## src/common/mini_exu_defines.svh

```systemverilog
//////////////////////////////////////////////////
// Mini EXU widths and depths
// Shared by both packages and all stage modules
//////////////////////////////////////////////////

`ifndef MINI_EXU_DEFINES_SVH
`define MINI_EXU_DEFINES_SVH

// Datapath
`define EXU_XLEN 32
`define EXU_RFIDX_W 5

// Long-pipe tracking
`define EXU_OITF_DEPTH 4  // Must be 2**EXU_ITAG_W
`define EXU_ITAG_W 2

`endif

```

## src/common/exu_instr_pkg.sv

```systemverilog
//////////////////////////////////////////////////
// Instruction types for the mini EXU
// Data word, register index and op encoding
//////////////////////////////////////////////////

`default_nettype none

`include "mini_exu_defines.svh"

package exu_instr_pkg;

  typedef logic [`EXU_XLEN-1:0] xlen_t;
  typedef logic [`EXU_RFIDX_W-1:0] rfidx_t;

  // Pre-decoded op from fetch
  typedef enum logic [2:0] {
    OP_ADD = 3'd0,
    OP_SUB = 3'd1,
    OP_AND = 3'd2,
    OP_OR  = 3'd3,
    OP_XOR = 3'd4,
    OP_SLT = 3'd5,  // Signed compare
    OP_LD  = 3'd6   // Goes to the long pipe
  } exu_op_e;

endpackage

`default_nettype wire

```

## src/common/exu_track_pkg.sv

```systemverilog
//////////////////////////////////////////////////
// Long-pipe tracking types
//////////////////////////////////////////////////

`default_nettype none

`include "mini_exu_defines.svh"

package exu_track_pkg;

  typedef logic [`EXU_ITAG_W-1:0] itag_t;

  // One outstanding destination
  typedef struct packed {
    logic                    rdwen;
    logic [`EXU_RFIDX_W-1:0] rdidx;
  } oitf_entry_t;

endpackage

`default_nettype wire

```

## src/hw/exu_regfile.sv

```systemverilog
//////////////////////////////////////////////////
// Integer register file, 32 x XLEN
// Two combinational reads, one write, x0 tied low
//////////////////////////////////////////////////

`timescale 1ns/1ns
`default_nettype none

`include "mini_exu_defines.svh"

module exu_regfile
  import exu_instr_pkg::*;
(
  input  wire         clk,
  input  wire         i_rst_n,
  input  wire rfidx_t i_rs1idx,
  input  wire rfidx_t i_rs2idx,
  output xlen_t       o_rs1_dat,
  output xlen_t       o_rs2_dat,
  input  wire         i_wen,
  input  wire rfidx_t i_wrdidx,
  input  wire xlen_t  i_wdat,
  output xlen_t       o_x1
);

  xlen_t rf_r [1:31];  // No flop for x0

  always_ff @(posedge clk) begin
    if (!i_rst_n) begin
      for (int i = 1; i < 32; i++) begin
        rf_r[i] <= '0;
      end
    end else if (i_wen && (i_wrdidx != '0)) begin
      rf_r[i_wrdidx] <= i_wdat;
    end
  end

  assign o_rs1_dat = (i_rs1idx == '0) ? '0 : rf_r[i_rs1idx];
  assign o_rs2_dat = (i_rs2idx == '0) ? '0 : rf_r[i_rs2idx];
  assign o_x1      = rf_r[1];  // Observation port

endmodule

`default_nettype wire

```

## src/disp/exu_disp.sv

```systemverilog
//////////////////////////////////////////////////
// Dispatch stage
// Checks operands against the OITF, stalls on
// hazards and routes ops to the ALU or long pipe
//////////////////////////////////////////////////

`timescale 1ns/1ns
`default_nettype none

`include "mini_exu_defines.svh"

module exu_disp
  import exu_instr_pkg::*;
  import exu_track_pkg::*;
(
  input  wire          i_valid,
  output logic         o_ready,
  input  wire exu_op_e i_op,
  input  wire rfidx_t  i_rs1idx,
  input  wire rfidx_t  i_rs2idx,
  input  wire rfidx_t  i_rdidx,
  input  wire          i_use_imm,
  input  wire xlen_t   i_imm,
  input  wire xlen_t   i_rs1_dat,
  input  wire xlen_t   i_rs2_dat,
  input  wire          i_oitf_full,
  input  wire          i_match_rs1,
  input  wire          i_match_rs2,
  input  wire          i_match_rd,
  input  wire          i_alu_wbck_ready,
  input  wire          i_agu_cmd_ready,
  output logic         o_oitf_ena,
  output oitf_entry_t  o_oitf_entry,
  output logic         o_alu_valid,
  output exu_op_e      o_alu_op,
  output xlen_t        o_op1,
  output xlen_t        o_op2,
  output logic         o_agu_cmd_valid
);

  logic is_ld;
  logic rs2_en;
  logic rs1_hzd;
  logic rs2_hzd;
  logic rd_hzd;
  logic hazard;

  assign is_ld  = (i_op == OP_LD);
  assign rs2_en = ~i_use_imm;  // Imm forms never read rs2

  //////////////////////////////////////////////////
  // Hazard check, x0 never depends on anything
  assign rs1_hzd = i_match_rs1 & (i_rs1idx != '0);
  assign rs2_hzd = i_match_rs2 & rs2_en & (i_rs2idx != '0);
  assign rd_hzd  = i_match_rd & (i_rdidx != '0);  // WAW on a pending load
  assign hazard  = rs1_hzd | rs2_hzd | rd_hzd;

  //////////////////////////////////////////////////
  // Operands
  assign o_alu_op = i_op;
  assign o_op1    = i_rs1_dat;
  assign o_op2    = i_use_imm ? i_imm : i_rs2_dat;

  // Single-cycle path
  assign o_alu_valid = i_valid & ~is_ld & ~hazard;

  // Long pipe needs a free OITF slot before the command goes out
  assign o_agu_cmd_valid = i_valid & is_ld & ~hazard & ~i_oitf_full;
  assign o_oitf_ena      = o_agu_cmd_valid & i_agu_cmd_ready;
  assign o_oitf_entry    = '{rdwen: (i_rdidx != '0), rdidx: i_rdidx};

  // Ready does not look at i_valid
  assign o_ready = is_ld ? (~hazard & ~i_oitf_full & i_agu_cmd_ready)
                         : (~hazard & i_alu_wbck_ready);

endmodule

`default_nettype wire

```

## src/oitf/exu_oitf.sv

```systemverilog
//////////////////////////////////////////////////
// Outstanding instruction track FIFO
// Holds destinations of loads in flight and
// flags operand matches for dispatch
//////////////////////////////////////////////////

`timescale 1ns/1ns
`default_nettype none

`include "mini_exu_defines.svh"

module exu_oitf
  import exu_instr_pkg::*;
  import exu_track_pkg::*;
#(
  parameter int DEPTH = `EXU_OITF_DEPTH
) (
  input  wire              clk,
  input  wire              i_rst_n,
  input  wire              i_disp_ena,
  input  wire oitf_entry_t i_disp_entry,
  input  wire              i_ret_ena,
  input  wire rfidx_t      i_rs1idx,
  input  wire rfidx_t      i_rs2idx,
  input  wire rfidx_t      i_rdidx,
  output logic             o_match_rs1,
  output logic             o_match_rs2,
  output logic             o_match_rd,
  output itag_t            o_alc_ptr,
  output itag_t            o_ret_ptr,
  output oitf_entry_t      o_ret_entry,
  output logic             o_full,
  output logic             o_empty
);

  logic [`EXU_ITAG_W:0] alc_ptr_r;  // MSB is the wrap bit
  logic [`EXU_ITAG_W:0] ret_ptr_r;
  logic [DEPTH-1:0]     vld_r;
  oitf_entry_t          ent_r [DEPTH];

  assign o_alc_ptr = alc_ptr_r[`EXU_ITAG_W-1:0];
  assign o_ret_ptr = ret_ptr_r[`EXU_ITAG_W-1:0];

  assign o_empty = (alc_ptr_r == ret_ptr_r);
  assign o_full  = (alc_ptr_r[`EXU_ITAG_W] != ret_ptr_r[`EXU_ITAG_W]) &&
                   (o_alc_ptr == o_ret_ptr);

  // Alloc and retire never hit the same slot, full or empty blocks one side
  always_ff @(posedge clk) begin
    if (!i_rst_n) begin
      alc_ptr_r <= '0;
      ret_ptr_r <= '0;
      vld_r     <= '0;
    end else begin
      if (i_disp_ena) begin
        alc_ptr_r        <= alc_ptr_r + 1'b1;
        vld_r[o_alc_ptr] <= 1'b1;
      end
      if (i_ret_ena) begin
        ret_ptr_r        <= ret_ptr_r + 1'b1;
        vld_r[o_ret_ptr] <= 1'b0;
      end
    end
  end

  always_ff @(posedge clk) begin
    if (i_disp_ena) ent_r[o_alc_ptr] <= i_disp_entry;
  end

  assign o_ret_entry = ent_r[o_ret_ptr];  // Head of the queue

  //////////////////////////////////////////////////
  // Compare every live entry with the dispatch indexes
  always_comb begin
    o_match_rs1 = 1'b0;
    o_match_rs2 = 1'b0;
    o_match_rd  = 1'b0;
    for (int i = 0; i < DEPTH; i++) begin
      if (vld_r[i] && ent_r[i].rdwen) begin
        if (ent_r[i].rdidx == i_rs1idx) o_match_rs1 = 1'b1;
        if (ent_r[i].rdidx == i_rs2idx) o_match_rs2 = 1'b1;
        if (ent_r[i].rdidx == i_rdidx)  o_match_rd  = 1'b1;
      end
    end
  end

endmodule

`default_nettype wire

```

## src/hw/exu_alu.sv

```systemverilog
//////////////////////////////////////////////////
// Single-cycle ALU
// Also forms the load address for the AGU
//////////////////////////////////////////////////

`timescale 1ns/1ns
`default_nettype none

`include "mini_exu_defines.svh"

module exu_alu
  import exu_instr_pkg::*;
(
  input  wire exu_op_e i_op,
  input  wire xlen_t   i_op1,
  input  wire xlen_t   i_op2,
  output xlen_t        o_result
);

  logic slt;

  assign slt = ($signed(i_op1) < $signed(i_op2));

  always_comb begin
    case (i_op)
      OP_ADD:  o_result = i_op1 + i_op2;
      OP_SUB:  o_result = i_op1 - i_op2;
      OP_AND:  o_result = i_op1 & i_op2;
      OP_OR:   o_result = i_op1 | i_op2;
      OP_XOR:  o_result = i_op1 ^ i_op2;
      OP_SLT:  o_result = {{(`EXU_XLEN-1){1'b0}}, slt};
      // rs1 + imm address
      OP_LD:   o_result = i_op1 + i_op2;
      default: o_result = '0;
    endcase
  end

endmodule

`default_nettype wire

```

## src/wbck/exu_wbck.sv

```systemverilog
//////////////////////////////////////////////////
// Write-back stage
// Retires load results in order and arbitrates
// the single register file write port
//////////////////////////////////////////////////

`timescale 1ns/1ns
`default_nettype none

`include "mini_exu_defines.svh"

module exu_wbck
  import exu_instr_pkg::*;
  import exu_track_pkg::*;
(
  input  wire              i_alu_valid,
  output logic             o_alu_ready,
  input  wire rfidx_t      i_alu_rdidx,
  input  wire xlen_t       i_alu_wdat,
  input  wire              i_lsu_valid,
  output logic             o_lsu_ready,
  input  wire itag_t       i_lsu_itag,
  input  wire xlen_t       i_lsu_wdat,
  input  wire              i_oitf_empty,
  input  wire itag_t       i_ret_ptr,
  input  wire oitf_entry_t i_ret_entry,
  output logic             o_ret_ena,
  output logic             o_rf_wen,
  output rfidx_t           o_rf_wrdidx,
  output xlen_t            o_rf_wdat
);

  logic lsu_hs;

  // Only the OITF head may come back
  assign o_lsu_ready = ~i_oitf_empty & (i_lsu_itag == i_ret_ptr);
  assign lsu_hs      = i_lsu_valid & o_lsu_ready;
  assign o_ret_ena   = lsu_hs;

  // Long pipe wins the port
  assign o_alu_ready = ~lsu_hs;

  assign o_rf_wen    = lsu_hs ? i_ret_entry.rdwen : i_alu_valid;
  assign o_rf_wrdidx = lsu_hs ? i_ret_entry.rdidx : i_alu_rdidx;
  assign o_rf_wdat   = lsu_hs ? i_lsu_wdat : i_alu_wdat;

endmodule

`default_nettype wire

```

## src/hw/mini_exu.sv

```systemverilog
//////////////////////////////////////////////////
// Mini EXU top level
// Dispatch, OITF, ALU, write-back and regfile
//////////////////////////////////////////////////

`timescale 1ns/1ns
`default_nettype none

`include "mini_exu_defines.svh"

module mini_exu
  import exu_instr_pkg::*;
  import exu_track_pkg::*;
(
  input  wire          clk,
  input  wire          i_rst_n,
  // Issue from fetch
  input  wire          i_valid,
  output logic         o_ready,
  input  wire exu_op_e i_op,
  input  wire rfidx_t  i_rs1idx,
  input  wire rfidx_t  i_rs2idx,
  input  wire rfidx_t  i_rdidx,
  input  wire          i_use_imm,
  input  wire xlen_t   i_imm,
  // AGU command to the LSU
  output logic         o_agu_cmd_valid,
  input  wire          i_agu_cmd_ready,
  output xlen_t        o_agu_cmd_addr,
  output itag_t        o_agu_cmd_itag,
  // LSU write-back
  input  wire          i_lsu_wbck_valid,
  output logic         o_lsu_wbck_ready,
  input  wire xlen_t   i_lsu_wbck_wdat,
  input  wire itag_t   i_lsu_wbck_itag,
  // Status
  output xlen_t        o_x1,
  output logic         o_oitf_empty,
  output logic         o_exu_active
);

  xlen_t       rf_rs1, rf_rs2, rf_wdat, alu_op1, alu_op2, alu_result;
  rfidx_t      rf_wrdidx;
  logic        rf_wen, alu_valid, alu_wbck_ready, disp_oitf_ena, oitf_ret_ena;
  logic        oitf_full, match_rs1, match_rs2, match_rd;
  exu_op_e     alu_op;
  itag_t       oitf_ret_ptr;
  oitf_entry_t disp_oitf_entry, oitf_ret_entry;

  exu_regfile u_exu_regfile (
    .clk, .i_rst_n, .i_rs1idx, .i_rs2idx,
    .o_rs1_dat (rf_rs1), .o_rs2_dat (rf_rs2),
    .i_wen (rf_wen), .i_wrdidx (rf_wrdidx), .i_wdat (rf_wdat), .o_x1
  );

  exu_disp u_exu_disp (
    .i_valid, .o_ready, .i_op, .i_rs1idx, .i_rs2idx, .i_rdidx, .i_use_imm, .i_imm,
    .i_rs1_dat (rf_rs1), .i_rs2_dat (rf_rs2), .i_oitf_full (oitf_full),
    .i_match_rs1 (match_rs1), .i_match_rs2 (match_rs2), .i_match_rd (match_rd),
    .i_alu_wbck_ready (alu_wbck_ready), .i_agu_cmd_ready,
    .o_oitf_ena (disp_oitf_ena), .o_oitf_entry (disp_oitf_entry),
    .o_alu_valid (alu_valid), .o_alu_op (alu_op), .o_op1 (alu_op1), .o_op2 (alu_op2),
    .o_agu_cmd_valid
  );

  exu_oitf u_exu_oitf (
    .clk, .i_rst_n, .i_disp_ena (disp_oitf_ena), .i_disp_entry (disp_oitf_entry),
    .i_ret_ena (oitf_ret_ena), .i_rs1idx, .i_rs2idx, .i_rdidx,
    .o_match_rs1 (match_rs1), .o_match_rs2 (match_rs2), .o_match_rd (match_rd),
    .o_alc_ptr (o_agu_cmd_itag), .o_ret_ptr (oitf_ret_ptr),
    .o_ret_entry (oitf_ret_entry), .o_full (oitf_full), .o_empty (o_oitf_empty)
  );

  exu_alu u_exu_alu (
    .i_op (alu_op), .i_op1 (alu_op1), .i_op2 (alu_op2), .o_result (alu_result)
  );

  assign o_agu_cmd_addr = alu_result;  // Load address from the shared adder

  exu_wbck u_exu_wbck (
    .i_alu_valid (alu_valid), .o_alu_ready (alu_wbck_ready),
    .i_alu_rdidx (i_rdidx), .i_alu_wdat (alu_result),
    .i_lsu_valid (i_lsu_wbck_valid), .o_lsu_ready (o_lsu_wbck_ready),
    .i_lsu_itag (i_lsu_wbck_itag), .i_lsu_wdat (i_lsu_wbck_wdat),
    .i_oitf_empty (o_oitf_empty), .i_ret_ptr (oitf_ret_ptr),
    .i_ret_entry (oitf_ret_entry), .o_ret_ena (oitf_ret_ena),
    .o_rf_wen (rf_wen), .o_rf_wrdidx (rf_wrdidx), .o_rf_wdat (rf_wdat)
  );

  assign o_exu_active = ~o_oitf_empty | i_valid;

endmodule

`default_nettype wire

```

## config.mk

```make
export PLATFORM = sky130hd
export DESIGN_NAME = mini_exu
export DESIGN_NICKNAME = d
export VERILOG_FILES = /design/src/common/exu_instr_pkg.sv /design/src/common/exu_track_pkg.sv /design/src/hw/exu_regfile.sv /design/src/disp/exu_disp.sv /design/src/oitf/exu_oitf.sv /design/src/hw/exu_alu.sv /design/src/wbck/exu_wbck.sv /design/src/hw/mini_exu.sv
export VERILOG_INCLUDE_DIRS = /design/src /design/src/common
export SDC_FILE = /design/constraint.sdc
export NUM_CORES = 2
export LEC_CHECK = 0
export BUFFER_PORTS_ARGS = -buffer_cell sky130_fd_sc_hd__buf_2
export CORE_ASPECT_RATIO = 2
export CORE_MARGIN = 5
export CORE_UTILIZATION = 35
export CTS_BUF_LIST = sky130_fd_sc_hd__clkbuf_2 sky130_fd_sc_hd__clkbuf_4 sky130_fd_sc_hd__clkbuf_8
export CTS_CLUSTER_DIAMETER = 60
export DETAILED_ROUTE_END_ITERATION = 8
export GPL_ROUTABILITY_DRIVEN = 1
export PLACE_DENSITY = 0.46
export SYNTH_ARGS = -nofsm -noshare
export SYNTH_HDL_FRONTEND = slang
export SYNTH_HIERARCHICAL = 1
export SYNTH_SLANG_ARGS = --single-unit
```

## constraint.sdc

```tcl
create_clock -name clk -period 11.28 [get_ports clk]
set_input_delay 1.128 -clock clk [delete_from_list [all_inputs] [get_ports clk]]
set_output_delay 1.128 -clock clk [all_outputs]
set_load 0.01 [all_outputs]
```

==> results.toml <==
[logic_synthesis]
yosys_warnings = 6
synth_area_mm2 = 0.06403
synth_top_area_share_pct = 49.15
syn_area_per_cell_um2 = 12.84
synth.largest_area_cell = "edfxtp_1"
synthTopCellsByArea = "edfxtp_1 (49%), mux4_2 (13%), and2_1 (9.8%)"
ys_seq_elements = 1060
yosysMostFrequentCell = "edfxtp_1"
ys_top_cells_by_count = "edfxtp_1 (1048), and2_1 (1005), mux4_2 (361)"
ys_seq_area_share_pct = 49.53
synth_cell_types = 107
syn_inst = 4985
synth_flop_cell = "edfxtp_1"
ys_async_sr_fraction_pct = 0
synth_edf_count = 1048

[clocking]
path_clk_slew_ns = 0.06
cts_tree = "done"
numClockSinks = 1060
cts_max_level = 4
cts_root_buf = "clkbuf_8"
clock_latency_ns = 0.97
cts_buffers = 176
cts_buffer_depth = 4
ctsHoldBuffers = 0
ctsResizeCount = 0
cts_setup_buffers = 0

[sta]
worst_pin_slew_ns = 1.485
maxSlewViolCount = 1
setup_violations = 0
rsz0062_at_grt = "no"
setup_ws_ns = 1.930
tns_ns = 0
hold_ws_ns = 0.5450
period_needed_ns = 9.350
finalCritPeriodShare_pct = 82.89
skew_ns = 0.1163
maxSlewHeadroom_pct = -0.03870
finalHoldViolCount = 0
fmax_ghz = 0.1070

[critical_path]
end_kind = "primary output"
endpoint = "o_agu_cmd_addr[29]"
cp.arrival_ns = 8.22
worstPathMaxFanout = 55
cp-startpoint = "i_rs2idx[0]"
worstSetupPathType = "in -> out"
r2r_end = "u_exu_regfile/rf_r[14][29]"
crit_path_max_incr_delay_ns = 0.95
cp-start-kind = "primary input"
critPathRequiredTime_ns = 10.15
reg2reg_depth = 17
path_cells = "buf_8, buf_12, mux4_2, a22o_1, a2111oi_1, nor3_1, mux2_2, inv_1, ha_1, or3_1, nor4_1, o211ai_1, nor2_1, nor4_1, o21ai_1, mux2i_1, a211o_1, buf_2"
r2r-start = "u_exu_regfile/rf_r[31][13]"
critical_path.most_common_cell = "nor4_1"
ff2ff_setup_slack_ns = 4.19
crit_slowest_cell = "a2111oi_1"

[global_routing]
track_usage_pct = 28.99
grt_max_degree = 74
grt_first_pass_wirelength_um = 387800
grt.overflow.total = 0
antenna_found_initial = 32
grt_pass1_vias = 46730

[die]
die_w_um = 312.4
fp-row-count = 222
start_util_pct = 35.09
fp.dieH_um = 614.9
dieArea_mm2 = 0.1921
ios = 161
design.core.area_mm2 = 0.1825

[placement]
dp_hpwl_um = 188100
io_buffers = 160
post-place-cells = 7201
dpl_worst_slack_ns = 2.002
gp_congestion = 0.9437

[route]
drc_errors = 0
wl_per_cell_um = 38.29
ant_nets = 0
dr.pass1.iters = 7
wirelength_um = 287900
drtIter0Drc = 4682
vias = 45600
viasPerCell = 6.065

[power]
p_leak_nw = 26.55
power.density_mw_per_mm2 = 149.4
max-vdd-ir-drop_uv = 87.11

[final_layout]
drive_gt1_share_pct = 23.82
fillCellCount = 17280
nNetsFinal = 5223
syn2layout_area_growth_pct = 11.14
final_cells = 7519

[hold_path]
min_path_type = "in -> reg"

[job]
max_cap_violations = 2

[outcome]
violations = "max-capacitance violations, max-slew violations"
status = "complete, but fails checks"
[cells by family (layout without fill, tap and decap cells)]
| family | after synthesis | after routing | synth area share (%) |
|---|---|---|---|
| DFF | 1060 | 1060 | 49.53 |
| AOI/OAI and AO/OA | 764 | 764 | 8.387 |
| and+or+nand+nor | 1527 | 1527 | 14.02 |
| adders and majority gates | 119 | 119 | 2.298 |
| xor gates and xnor gates | 84 | 84 | 1.149 |
| buffers and inverters | 627 | 758 | 4.555 |
| muxes | 803 | 803 | 20.06 |
| other | 1 | 52 | 0.005857 |
[critical path, delay by kind of cell]
kind | cells | cell delay (ns)
compound gates | 5 | 2.35
fa+ha+maj | 1 | 0.39
buf+inv | 4 | 1.23
mux | 3 | 1.12
simple gates | 5 | 1.80
[metrics by stage]
step / total power [mW] / util, % / cell area [um^2]
after floorplan: 6.079 / - / 64140
after global placement: 7.156 / 37.09 / 67680
after detailed placement: 7.163 / 37.10 / 67710
after CTS: 10.69 / 38.97 / 71110
after global routing: 10.96 / 38.97 / 71130
final: 10.63 / 38.99 / 71160
[flip-flops by register name (all words and copies together) (netlist names), named ones only]
name                  flops
u_exu_oitf/vld_r          4
u_exu_oitf/ret_ptr_r      3
u_exu_oitf/ent_r         24
u_exu_oitf/alc_ptr_r      3
u_exu_regfile/rf_r     1024
[worst min path at each step]
| stage | start | cells after the start | slack [ns] | endpoint |
|---|---|---|---|---|
| finish | i_rst_n | 2 | 0.55 | u_exu_oitf/vld_r[0] |
| global route | i_rst_n | 2 | 0.53 | u_exu_oitf/vld_r[2] |
| CTS | i_rst_n | 2 | 0.48 | u_exu_oitf/vld_r[0] |
| detailed placement | u_exu_oitf/alc_ptr_r[2] | 2 | 0.55 | u_exu_oitf/alc_ptr_r[2] |
| global placement | u_exu_oitf/alc_ptr_r[2] | 2 | 0.54 | u_exu_oitf/alc_ptr_r[2] |
| floorplan | u_exu_oitf/vld_r[0] | 1 | 0.51 | u_exu_oitf/vld_r[0] |
[power by group]
group          internal, mW  switching [mW]
logic                 0.755            1.75
registers              4.50           0.101
clock network          1.85            1.67
[final cells by class]
type / count / area [um^2] / share of cell area, %
Clock buffer: 225 / 2803 / 3.939
Timing Repair Buffer: 354 / 2381 / 3.346
Clock inverter: 73 / 601.8 / 0.8457
Inverter: 106 / 402.9 / 0.5662
Antenna cell: 20 / 50.05 / 0.07033
Sequential cell: 1060 / 31710 / 44.56
Multi-Input combinational cell: 3329 / 30270 / 42.54
Tap cell: 2352 / 2943 / 4.135
[metal layers]
metal	part of all wire [%]	vias up	global-route usage [%]
li1	-	18870	-
met4	9.6	0	21.94
met2	50	2341	51.45
met5	0	-	0
met3	6.3	775	4.264
met1	34	23620	30.96
[layout by cell type (no fill, tap or decap), types with 14 or more instances in the layout]
cell	instances
o21ai_0	78
mux2_2	67
xnor2_1	31
a21oi_1	145
nand2b_1	14
mux4_2	361
nor2b_1	60
nor2_1	103
o21ai_1	18
nand2_1	99
clkbuf_4	47
o21ai_4	31
conb_1	32
a211oi_1	60
mux2i_1	336
nor2_4	22
a2111oi_2	21
and2_1	1004
o211ai_1	19
a2111oi_0	15
diode_2	20
nand4_1	19
nor4_1	46
mux2_4	38
buf_4	187
clkinv_1	34
clkbuf_8	179
a22oi_1	108
edfxtp_1	1048
nor3_1	53
a2111oi_1	23
a22o_1	53
nand3_1	18
xor2_1	53
clkinv_2	20
inv_1	103
ha_1	104
buf_2	155
o22ai_1	58
Power figures use the tool's default switching activity.
